**config.mk**
```make
export PLATFORM = sky130hd
export DESIGN_NAME = mem_tg_afu
export DESIGN_NICKNAME = d
export VERILOG_FILES = /design/src/host_stream_pkg.sv /design/src/mem_tg_pkg.sv /design/src/host_chan_shim.sv /design/src/tg_cmd_decoder.sv /design/src/mem_traffic_gen.sv /design/src/tg_status_tx.sv /design/src/mem_tg_afu.sv
export SDC_FILE = /design/constraint.sdc
export NUM_CORES = 1
export LEC_CHECK = 0
export ABC_AREA = 1
export BUFFER_PORTS_ARGS = -buffer_cell sky130_fd_sc_hd__buf_2
export CAP_MARGIN = 5
export CORE_ASPECT_RATIO = 1.75
export CORE_MARGIN = 1
export CORE_UTILIZATION = 55
export DETAILED_ROUTE_END_ITERATION = 16
export PLACE_DENSITY = 0.77
export SYNTH_ARGS = -nofsm -noshare
export SYNTH_HDL_FRONTEND = slang
export SYNTH_SLANG_ARGS = --single-unit
```
**constraint.sdc**
```tcl
create_clock -name clk -period 12.1 [get_ports clk]
set_input_delay 3.63 -clock clk [delete_from_list [all_inputs] [get_ports clk]]
set_output_delay 3.63 -clock clk [all_outputs]
set_load 0.02 [all_outputs]
```
**src/host_stream_pkg.sv**
```systemverilog
// ====================================================================
// Host stream definitions shared by the shim, the command decoder,
// the status sender and the testbench. Holds the beat widths, the
// message opcodes and the bit positions of every message field.
// ====================================================================
`default_nettype none

package host_stream_pkg;

  localparam int HOST_DATA_W = 64;
  localparam int HOST_KEEP_W = 8;

  typedef logic [HOST_DATA_W-1:0] host_data_t;
  typedef logic [HOST_KEEP_W-1:0] host_keep_t;

  localparam int OPC_W = 8;
  localparam logic [OPC_W-1:0] OPC_START  = 8'h01;
  localparam logic [OPC_W-1:0] OPC_STATUS = 8'h81;

  // Command beat fields
  localparam int CMD_OPC_LSB  = 0;
  localparam int CMD_CNT_LSB  = 8;
  localparam int CMD_ADDR_LSB = 16;
  localparam int CMD_SEED_LSB = 32;

  // Status beat 0 fields
  localparam int ST_OPC_LSB  = 0;
  localparam int ST_CNT_LSB  = 8;
  localparam int ST_ERR_LSB  = 16;
  localparam int ST_SEED_LSB = 32;

  // Status beat 1 fields, zero when the run was clean
  localparam int ST_FADDR_LSB = 0;
  localparam int ST_FDATA_LSB = 32;

endpackage

`default_nettype wire

```
**src/mem_tg_pkg.sv**
```systemverilog
// ====================================================================
// Memory side definitions for the traffic generator: address, data,
// word and error count types, the pattern step between words and the
// generator state encoding.
// ====================================================================
`default_nettype none

package mem_tg_pkg;

  localparam int MEM_ADDR_W = 16;
  localparam int MEM_DATA_W = 32;
  localparam int WORD_CNT_W = 8;
  localparam int ERR_CNT_W  = 16;

  typedef logic [MEM_ADDR_W-1:0] mem_addr_t;
  typedef logic [MEM_DATA_W-1:0] mem_data_t;
  typedef logic [WORD_CNT_W-1:0] word_cnt_t;
  typedef logic [ERR_CNT_W-1:0]  err_cnt_t;

  // Word i of a run is seed + i * PATTERN_STEP, wrapping at 32 bits
  localparam mem_data_t PATTERN_STEP = 32'h01010101;

  typedef enum logic [1:0] {
    IDLE,
    WRITE,
    READ,
    DONE
  } tg_state_t;

endpackage

`default_nettype wire

```
**src/host_chan_shim.sv**
```systemverilog
// ====================================================================
// Platform shim between the host channel streams and the generator.
// Maps both streams by wire, adds start and end of packet flags toward
// the host and tracks start of packet on the receive side.
// ====================================================================
`timescale 1ns/1ps
`default_nettype none

module host_chan_shim
  import host_stream_pkg::*;
(
  input  wire        clk,
  input  wire        rst_n,
  // Host receive stream
  input  wire        host_rx_valid,
  output logic       host_rx_ready,
  input  host_data_t host_rx_data,
  input  host_keep_t host_rx_keep,
  input  wire        host_rx_last,
  input  wire        host_rx_dm_mode,
  // Host transmit stream
  output logic       host_tx_valid,
  input  wire        host_tx_ready,
  output host_data_t host_tx_data,
  output host_keep_t host_tx_keep,
  output logic       host_tx_last,
  output logic       host_tx_sop,
  output logic       host_tx_eop,
  output logic       host_tx_dm_mode,
  // Generator side receive stream
  output logic       rx_valid,
  input  wire        rx_ready,
  output host_data_t rx_data,
  output host_keep_t rx_keep,
  output logic       rx_last,
  output logic       rx_sop,
  output logic       rx_dm_mode,
  // Generator side transmit stream
  input  wire        tx_valid,
  output logic       tx_ready,
  input  host_data_t tx_data,
  input  host_keep_t tx_keep,
  input  wire        tx_last,
  input  wire        tx_dm_mode
);

  logic tx_sop;

  // Receive direction
  assign host_rx_ready = rx_ready;
  assign rx_valid      = host_rx_valid;
  assign rx_data       = host_rx_data;
  assign rx_keep       = host_rx_keep;
  assign rx_last       = host_rx_last;
  assign rx_dm_mode    = host_rx_dm_mode;

  // Transmit direction, eop is simply the last flag
  assign tx_ready        = host_tx_ready;
  assign host_tx_valid   = tx_valid;
  assign host_tx_data    = tx_data;
  assign host_tx_keep    = tx_keep;
  assign host_tx_last    = tx_last;
  assign host_tx_eop     = tx_last;
  assign host_tx_sop     = tx_sop;
  assign host_tx_dm_mode = tx_dm_mode;

  // Next beat starts a packet when the previous one ended it
  always_ff @(posedge clk)
  begin
    if (!rst_n)
    begin
      tx_sop <= 1'b1;
      rx_sop <= 1'b1;
    end
    else
    begin
      if (tx_valid && host_tx_ready)
        tx_sop <= tx_last;
      if (host_rx_valid && rx_ready)
        rx_sop <= host_rx_last;
    end
  end

endmodule

`default_nettype wire

```
**src/tg_cmd_decoder.sv**
```systemverilog
// ====================================================================
// Command decoder for the receive stream. Single-beat start commands
// become a one-cycle start pulse with their fields held alongside;
// all other beats are consumed and dropped.
// ====================================================================
`timescale 1ns/1ps
`default_nettype none

module tg_cmd_decoder
  import host_stream_pkg::*;
  import mem_tg_pkg::*;
(
  input  wire        clk,
  input  wire        rst_n,
  input  wire        rx_valid,
  output logic       rx_ready,
  input  host_data_t rx_data,
  input  wire        rx_last,
  input  wire        rx_sop,
  input  wire        rx_dm_mode,
  input  wire        tg_active,
  output logic       start,
  output word_cnt_t  cmd_count,
  output mem_addr_t  cmd_addr,
  output mem_data_t  cmd_seed,
  output logic       cmd_dm_mode
);

  logic rx_fire;
  logic is_start;

  // Also stall during the start cycle, before tg_active has risen
  assign rx_ready = !(tg_active || start);
  assign rx_fire  = rx_valid && rx_ready;
  assign is_start = rx_sop && rx_last && (rx_data[CMD_OPC_LSB +: OPC_W] == OPC_START);

  always_ff @(posedge clk)
  begin
    if (!rst_n)
      start <= 1'b0;
    else
      start <= rx_fire && is_start;
  end

  // Command fields
  always_ff @(posedge clk)
  begin
    if (rx_fire && is_start)
    begin
      cmd_count   <= rx_data[CMD_CNT_LSB +: WORD_CNT_W];
      cmd_addr    <= rx_data[CMD_ADDR_LSB +: MEM_ADDR_W];
      cmd_seed    <= rx_data[CMD_SEED_LSB +: MEM_DATA_W];
      cmd_dm_mode <= rx_dm_mode;
    end
  end

endmodule

`default_nettype wire

```
**src/mem_traffic_gen.sv**
```systemverilog
// ====================================================================
// Write, read-back and compare engine for one memory bank. Writes the
// pattern run, issues the reads with several in flight and checks each
// response against the expected word, recording the first mismatch.
// ====================================================================
`timescale 1ns/1ps
`default_nettype none

module mem_traffic_gen
  import mem_tg_pkg::*;
(
  input  wire       clk,
  input  wire       rst_n,
  input  wire       start,
  input  word_cnt_t cmd_count,
  input  mem_addr_t cmd_addr,
  input  mem_data_t cmd_seed,
  // Write request
  output logic      mem_wr_valid,
  input  wire       mem_wr_ready,
  output mem_addr_t mem_wr_addr,
  output mem_data_t mem_wr_data,
  // Read request
  output logic      mem_rd_valid,
  input  wire       mem_rd_ready,
  output mem_addr_t mem_rd_addr,
  // Read response, always accepted
  input  wire       mem_rsp_valid,
  input  mem_data_t mem_rsp_data,
  // Results
  output logic      done,
  output err_cnt_t  err_count,
  output mem_addr_t first_err_addr,
  output mem_data_t first_err_data
);

  tg_state_t state;
  word_cnt_t cnt_q;
  mem_addr_t base_q;
  word_cnt_t req_idx;
  word_cnt_t rsp_idx;
  mem_data_t exp_data;
  logic      req_last;

  assign req_last = (req_idx == cnt_q - word_cnt_t'(1));

  // ==================================================================
  // Request FSM
  // ==================================================================
  always_ff @(posedge clk)
  begin
    if (!rst_n)
    begin
      state        <= IDLE;
      mem_wr_valid <= 1'b0;
      mem_rd_valid <= 1'b0;
      done         <= 1'b0;
      req_idx      <= '0;
    end
    else
    begin
      done <= 1'b0;
      unique case (state)
        IDLE:
          if (start)
          begin
            req_idx      <= '0;
            mem_wr_valid <= (cmd_count != '0);
            state        <= (cmd_count == '0) ? DONE : WRITE;
          end
        WRITE:
          if (mem_wr_ready)
          begin
            if (req_last)
            begin
              mem_wr_valid <= 1'b0;
              mem_rd_valid <= 1'b1;
              req_idx      <= '0;
              state        <= READ;
            end
            else
              req_idx <= req_idx + word_cnt_t'(1);
          end
        READ:
          if (mem_rd_ready)
          begin
            if (req_last)
            begin
              mem_rd_valid <= 1'b0;
              state        <= DONE;
            end
            else
              req_idx <= req_idx + word_cnt_t'(1);
          end
        DONE:
          // Wait for the last outstanding response
          if (rsp_idx == cnt_q)
          begin
            done  <= 1'b1;
            state <= IDLE;
          end
        default:
          state <= IDLE;
      endcase
    end
  end

  // Request payload, stepped on each transfer
  always_ff @(posedge clk)
  begin
    if (state == IDLE && start)
    begin
      cnt_q       <= cmd_count;
      base_q      <= cmd_addr;
      mem_wr_addr <= cmd_addr;
      mem_wr_data <= cmd_seed;
    end
    if (mem_wr_valid && mem_wr_ready)
    begin
      mem_wr_addr <= mem_wr_addr + mem_addr_t'(1);
      mem_wr_data <= mem_wr_data + PATTERN_STEP;
    end
    if (state == WRITE && mem_wr_ready && req_last)
      mem_rd_addr <= base_q;
    else if (mem_rd_valid && mem_rd_ready)
      mem_rd_addr <= mem_rd_addr + mem_addr_t'(1);
  end

  // ==================================================================
  // Response checker
  // ==================================================================
  always_ff @(posedge clk)
  begin
    if (!rst_n)
    begin
      rsp_idx   <= '0;
      err_count <= '0;
    end
    else if (state == IDLE && start)
    begin
      rsp_idx   <= '0;
      err_count <= '0;
    end
    else if (mem_rsp_valid)
    begin
      rsp_idx <= rsp_idx + word_cnt_t'(1);
      if (mem_rsp_data != exp_data)
        err_count <= err_count + err_cnt_t'(1);
    end
  end

  always_ff @(posedge clk)
  begin
    if (state == IDLE && start)
    begin
      exp_data       <= cmd_seed;
      first_err_addr <= '0;
      first_err_data <= '0;
    end
    else if (mem_rsp_valid)
    begin
      exp_data <= exp_data + PATTERN_STEP;
      // Only the first mismatch of a run is kept
      if (mem_rsp_data != exp_data && err_count == '0)
      begin
        first_err_addr <= base_q + mem_addr_t'(rsp_idx);
        first_err_data <= mem_rsp_data;
      end
    end
  end

endmodule

`default_nettype wire

```
**src/tg_status_tx.sv**
```systemverilog
// ====================================================================
// Status sender. Tracks test activity from start to the end of the
// status message and sends the two-beat result on the transmit
// stream, holding each beat while the host stalls.
// ====================================================================
`timescale 1ns/1ps
`default_nettype none

module tg_status_tx
  import host_stream_pkg::*;
  import mem_tg_pkg::*;
(
  input  wire        clk,
  input  wire        rst_n,
  input  wire        start,
  input  word_cnt_t  cmd_count,
  input  mem_data_t  cmd_seed,
  input  wire        cmd_dm_mode,
  input  wire        done,
  input  err_cnt_t   err_count,
  input  mem_addr_t  first_err_addr,
  input  mem_data_t  first_err_data,
  output logic       tx_valid,
  input  wire        tx_ready,
  output host_data_t tx_data,
  output host_keep_t tx_keep,
  output logic       tx_last,
  output logic       tx_dm_mode,
  output logic       tg_active
);

  logic      beat_sel;
  word_cnt_t cnt_q;
  mem_data_t seed_q;
  err_cnt_t  err_q;
  mem_addr_t faddr_q;
  mem_data_t fdata_q;

  always_ff @(posedge clk)
  begin
    if (!rst_n)
    begin
      tg_active <= 1'b0;
      tx_valid  <= 1'b0;
      beat_sel  <= 1'b0;
    end
    else
    begin
      if (start)
        tg_active <= 1'b1;
      if (done)
      begin
        tx_valid <= 1'b1;
        beat_sel <= 1'b0;
      end
      else if (tx_valid && tx_ready)
      begin
        beat_sel <= !beat_sel;
        // Final beat ends the test
        if (beat_sel)
        begin
          tx_valid  <= 1'b0;
          tg_active <= 1'b0;
        end
      end
    end
  end

  // Command fields at start, results at done
  always_ff @(posedge clk)
  begin
    if (start)
    begin
      cnt_q      <= cmd_count;
      seed_q     <= cmd_seed;
      tx_dm_mode <= cmd_dm_mode;
    end
    if (done)
    begin
      err_q   <= err_count;
      faddr_q <= first_err_addr;
      fdata_q <= first_err_data;
    end
  end

  always_comb
  begin
    tx_data = '0;
    if (!beat_sel)
    begin
      tx_data[ST_OPC_LSB +: OPC_W]       = OPC_STATUS;
      tx_data[ST_CNT_LSB +: WORD_CNT_W]  = cnt_q;
      tx_data[ST_ERR_LSB +: ERR_CNT_W]   = err_q;
      tx_data[ST_SEED_LSB +: MEM_DATA_W] = seed_q;
    end
    else
    begin
      tx_data[ST_FADDR_LSB +: MEM_ADDR_W] = faddr_q;
      tx_data[ST_FDATA_LSB +: MEM_DATA_W] = fdata_q;
    end
  end

  assign tx_keep = '1;
  assign tx_last = beat_sel;

endmodule

`default_nettype wire

```
**src/mem_tg_afu.sv**
```systemverilog
// ====================================================================
// Memory traffic generator top level. Connects the host channel shim,
// command decoder, generator engine and status sender for one host
// channel and one memory bank.
// ====================================================================
`timescale 1ns/1ps
`default_nettype none

module mem_tg_afu
  import host_stream_pkg::*;
  import mem_tg_pkg::*;
(
  input  wire        clk,
  input  wire        rst_n,
  input  wire        host_rx_valid,
  output logic       host_rx_ready,
  input  host_data_t host_rx_data,
  input  host_keep_t host_rx_keep,
  input  wire        host_rx_last,
  input  wire        host_rx_dm_mode,
  output logic       host_tx_valid,
  input  wire        host_tx_ready,
  output host_data_t host_tx_data,
  output host_keep_t host_tx_keep,
  output logic       host_tx_last,
  output logic       host_tx_sop,
  output logic       host_tx_eop,
  output logic       host_tx_dm_mode,
  output logic       mem_wr_valid,
  input  wire        mem_wr_ready,
  output mem_addr_t  mem_wr_addr,
  output mem_data_t  mem_wr_data,
  output logic       mem_rd_valid,
  input  wire        mem_rd_ready,
  output mem_addr_t  mem_rd_addr,
  input  wire        mem_rsp_valid,
  input  mem_data_t  mem_rsp_data,
  output logic       tg_active
);

  // Generator side streams
  logic       rx_valid;
  logic       rx_ready;
  host_data_t rx_data;
  logic       rx_last;
  logic       rx_sop;
  logic       rx_dm_mode;
  logic       tx_valid;
  logic       tx_ready;
  host_data_t tx_data;
  host_keep_t tx_keep;
  logic       tx_last;
  logic       tx_dm_mode;

  // Command and result handoff
  logic       start;
  word_cnt_t  cmd_count;
  mem_addr_t  cmd_addr;
  mem_data_t  cmd_seed;
  logic       cmd_dm_mode;
  logic       done;
  err_cnt_t   err_count;
  mem_addr_t  first_err_addr;
  mem_data_t  first_err_data;

  host_chan_shim u_shim (
    .clk             (clk),
    .rst_n           (rst_n),
    .host_rx_valid   (host_rx_valid),
    .host_rx_ready   (host_rx_ready),
    .host_rx_data    (host_rx_data),
    .host_rx_keep    (host_rx_keep),
    .host_rx_last    (host_rx_last),
    .host_rx_dm_mode (host_rx_dm_mode),
    .host_tx_valid   (host_tx_valid),
    .host_tx_ready   (host_tx_ready),
    .host_tx_data    (host_tx_data),
    .host_tx_keep    (host_tx_keep),
    .host_tx_last    (host_tx_last),
    .host_tx_sop     (host_tx_sop),
    .host_tx_eop     (host_tx_eop),
    .host_tx_dm_mode (host_tx_dm_mode),
    .rx_valid        (rx_valid),
    .rx_ready        (rx_ready),
    .rx_data         (rx_data),
    // Commands are whole single beats, byte enables are not needed
    .rx_keep         (),
    .rx_last         (rx_last),
    .rx_sop          (rx_sop),
    .rx_dm_mode      (rx_dm_mode),
    .tx_valid        (tx_valid),
    .tx_ready        (tx_ready),
    .tx_data         (tx_data),
    .tx_keep         (tx_keep),
    .tx_last         (tx_last),
    .tx_dm_mode      (tx_dm_mode)
  );

  tg_cmd_decoder u_decoder (
    .clk         (clk),
    .rst_n       (rst_n),
    .rx_valid    (rx_valid),
    .rx_ready    (rx_ready),
    .rx_data     (rx_data),
    .rx_last     (rx_last),
    .rx_sop      (rx_sop),
    .rx_dm_mode  (rx_dm_mode),
    .tg_active   (tg_active),
    .start       (start),
    .cmd_count   (cmd_count),
    .cmd_addr    (cmd_addr),
    .cmd_seed    (cmd_seed),
    .cmd_dm_mode (cmd_dm_mode)
  );

  mem_traffic_gen u_gen (
    .clk            (clk),
    .rst_n          (rst_n),
    .start          (start),
    .cmd_count      (cmd_count),
    .cmd_addr       (cmd_addr),
    .cmd_seed       (cmd_seed),
    .mem_wr_valid   (mem_wr_valid),
    .mem_wr_ready   (mem_wr_ready),
    .mem_wr_addr    (mem_wr_addr),
    .mem_wr_data    (mem_wr_data),
    .mem_rd_valid   (mem_rd_valid),
    .mem_rd_ready   (mem_rd_ready),
    .mem_rd_addr    (mem_rd_addr),
    .mem_rsp_valid  (mem_rsp_valid),
    .mem_rsp_data   (mem_rsp_data),
    .done           (done),
    .err_count      (err_count),
    .first_err_addr (first_err_addr),
    .first_err_data (first_err_data)
  );

  tg_status_tx u_status (
    .clk            (clk),
    .rst_n          (rst_n),
    .start          (start),
    .cmd_count      (cmd_count),
    .cmd_seed       (cmd_seed),
    .cmd_dm_mode    (cmd_dm_mode),
    .done           (done),
    .err_count      (err_count),
    .first_err_addr (first_err_addr),
    .first_err_data (first_err_data),
    .tx_valid       (tx_valid),
    .tx_ready       (tx_ready),
    .tx_data        (tx_data),
    .tx_keep        (tx_keep),
    .tx_last        (tx_last),
    .tx_dm_mode     (tx_dm_mode),
    .tg_active      (tg_active)
  );

endmodule

`default_nettype wire

```
==> reports/results.txt <==
initial antenna violation count = 5
vias per cell = 5.40
drc violations = 0
worst-skew pair later-pin latency = 0.54 ns
die area = 33900 sq um
Async SR Flop Fraction = 0%
Area growth syn-to-layout = 14.7%
Final period util = 47.7%
headroom to the max-slew limit = 30.3%
Pre-Repair DR Iteration Count = 7
clk_skew = 0.0127 ns
Die Y = 243 microns
Core Rows = 87
vias in the first global route = 14.7k
core box area = 32400 sq um
final core utilization = 64.5%
Yosys top cell by area = edfxtp_1
worst-path maximum fanout = 65
run status = finished, final reports clean
fin. max-slew vios = 0
Least-Margin Pin Slew = 1.04 ns
Leakage = 9.30 nW
Max VDD drop = 0.000108 V
layout cells sized above 1 = 15.7%
total track usage = 29.0%
routed wire length = 48500 microns
Final Critical Period = 5.77 ns
sequence of cells on the critical path = buf_4 -> nand2_1 -> nand2_1 -> buf_2
Sink Count = 373
GPL Wtd Cong = 0.938
pwr dens = 149 nW/um^2
Clock transition at path regs = 0.07 ns
FF-to-FF setup slack = 9.28 ns
maximum clock frequency = 0.173 GHz
Crit path top cell by count = nand2_1
Fin. Hold Viols = 0
root buf cell = clkbuf_16
Die X = 140 microns
Warnings, synthesis = 0
postcts setup bufs = 0
Initial Utilization = 56.2%
Clock Path Buffers = 3
worst min path class = flip-flop to flip-flop
Synth Instances = 2066
CTS tree = built
synth cell count leaders = nand2_1, edfxtp_1, inv_1
CTS Buf Count = 36
Buffers on Ports = 241
share of the synthesized area in the top cell type = 46.4%
top-count cell post-synth = nand2_1
synthesized area = 18200 sq um
crit path kind = flip-flop to primary output
Hold Buf Count CTS = 0
first-pass GRT wire length = 75500 microns
Area contributors post-synth = edfxtp_1, nand2_1, dfxtp_1
Post-synth EDFFs = 282
H-tree depth = 2
WP data required = 8.47 ns
# nets final = 2430
wire length per cell = 17.8 microns
sequential element share of the synthesized area = 56.4%
Crit path largest cell delay = 0.61 ns
gr ovfl total = 0
CP startpoint kind = flip-flop
unrepaired setup endpoints after global routing = no
setup TNS = 0 ns
final setup vio count = 0
I/O pin cnt = 258
Syn Area/Cell = 8.83 sq um
largest net degree at the start of global routing = 88
CP endpoint kind = primary output
Synth cell types = 47
Worst EP arrival = 2.14 ns
CP max-delay cell = buf_4
Yosys reg bits = 373
DR vias = 14.7k
Routed Antenna Nets = 0
Synth Flop Type = edfxtp_1
DR iter-0 viols = 973
Max Cap Viol = 0
post-CTS sizing = 0
HPWL Detailed = 34700 microns
==> per-layer routing <==
layer	global-route usage [%]	part of all wire [%]
met2	55.4	54
met5	0	0.033
met3	3.97	4.9
met1	29.5	35
met4	17.3	5.9
==> sequential cells by signal, indices dropped and copies added (netlist names), 16 cells and up <==
register / flops
u_gen.err_count: 16
u_status.faddr_q: 16
u_gen.mem_wr_addr: 16
u_gen.mem_rd_addr: 16
u_gen.exp_data: 32
u_status.err_q: 16
u_status.seed_q: 32
u_gen.first_err_data: 32
u_status.fdata_q: 32
u_gen.first_err_addr: 16
u_gen.mem_wr_data: 32
u_gen.base_q: 16
u_decoder.cmd_seed: 32
u_decoder.cmd_addr: 16
==> critical path: cells and delay by family (launching register included) <==
family	cells	cell delay, ns
flops	1	0.33
buf+inv	2	0.79
simple gates	2	0.44
==> power breakdown <==
group / internal [mW] / total [mW] / switching, mW / leakage, nW
Sequential: 1.47 / 1.54 / 0.0666 / 3.29
Combinational: 0.145 / 0.429 / 0.284 / 5.44
Clock: 0.656 / 1.15 / 0.490 / 0.563
==> final timing paths <==
kind	from	depth (start not counted)	end
max reg2reg	u_decoder.start	5	u_gen.exp_data[31]
max	u_status.tx_last	4	host_tx_data[8]
min reg2reg	u_gen.first_err_addr[10]	0	u_status.faddr_q[10]
min	u_gen.first_err_addr[10]	0	u_status.faddr_q[10]
==> final cells by class <==
class | count | area, sq um
Antenna cell | 3 | 7.51
Clock buffer | 46 | 1000
Clock inverter | 20 | 200
Fill cell | 2696 | 11500
Inverter | 241 | 905
Multi-Input combinational cell | 1388 | 6710
Sequential cell | 373 | 10300
Tap cell | 400 | 500
Timing Repair Buffer | 255 | 1310
==> metrics by stage <==
stage          hold WS (ns)  instances  setup WS (ns)  total power [mW]  instance area [sq um]
5_1_grt               0.435       2723           6.27              3.23                  20900
2_1_floorplan         0.400       2073           5.19              1.86                  18300
3_5_place_dp          0.415       2657           6.22              1.99                  19700
6_report              0.431       2726           6.33              3.11                  20900
3_3_place_gp          0.403       2657           6.27              1.97                  19700
4_1_cts               0.431       2723           6.31              3.13                  20900
==> logic make-up after synthesis <==
group | Yosys count | share of synthesized area [%]
simple gates | 1087 | 25.0
flops | 373 | 56.4
buf+inv | 312 | 7.05
compound gates | 165 | 4.88
xor+xnor | 106 | 5.13
fa+ha+maj | 22 | 1.55
other cells | 1 | 0.0206
==> cell usage in the layout (no fill, tap or decap), drive strengths merged, types with 48 or more instances in the layout <==
master / instances
nand2: 653
edfxtp: 282
buf: 255
inv: 239
nor2: 215
nand3: 122
dfxtp: 91
o21ai: 90
xor2: 58
a21oi: 52
xnor2: 48
No activity file was read; power rests on OpenSTA's default activity.
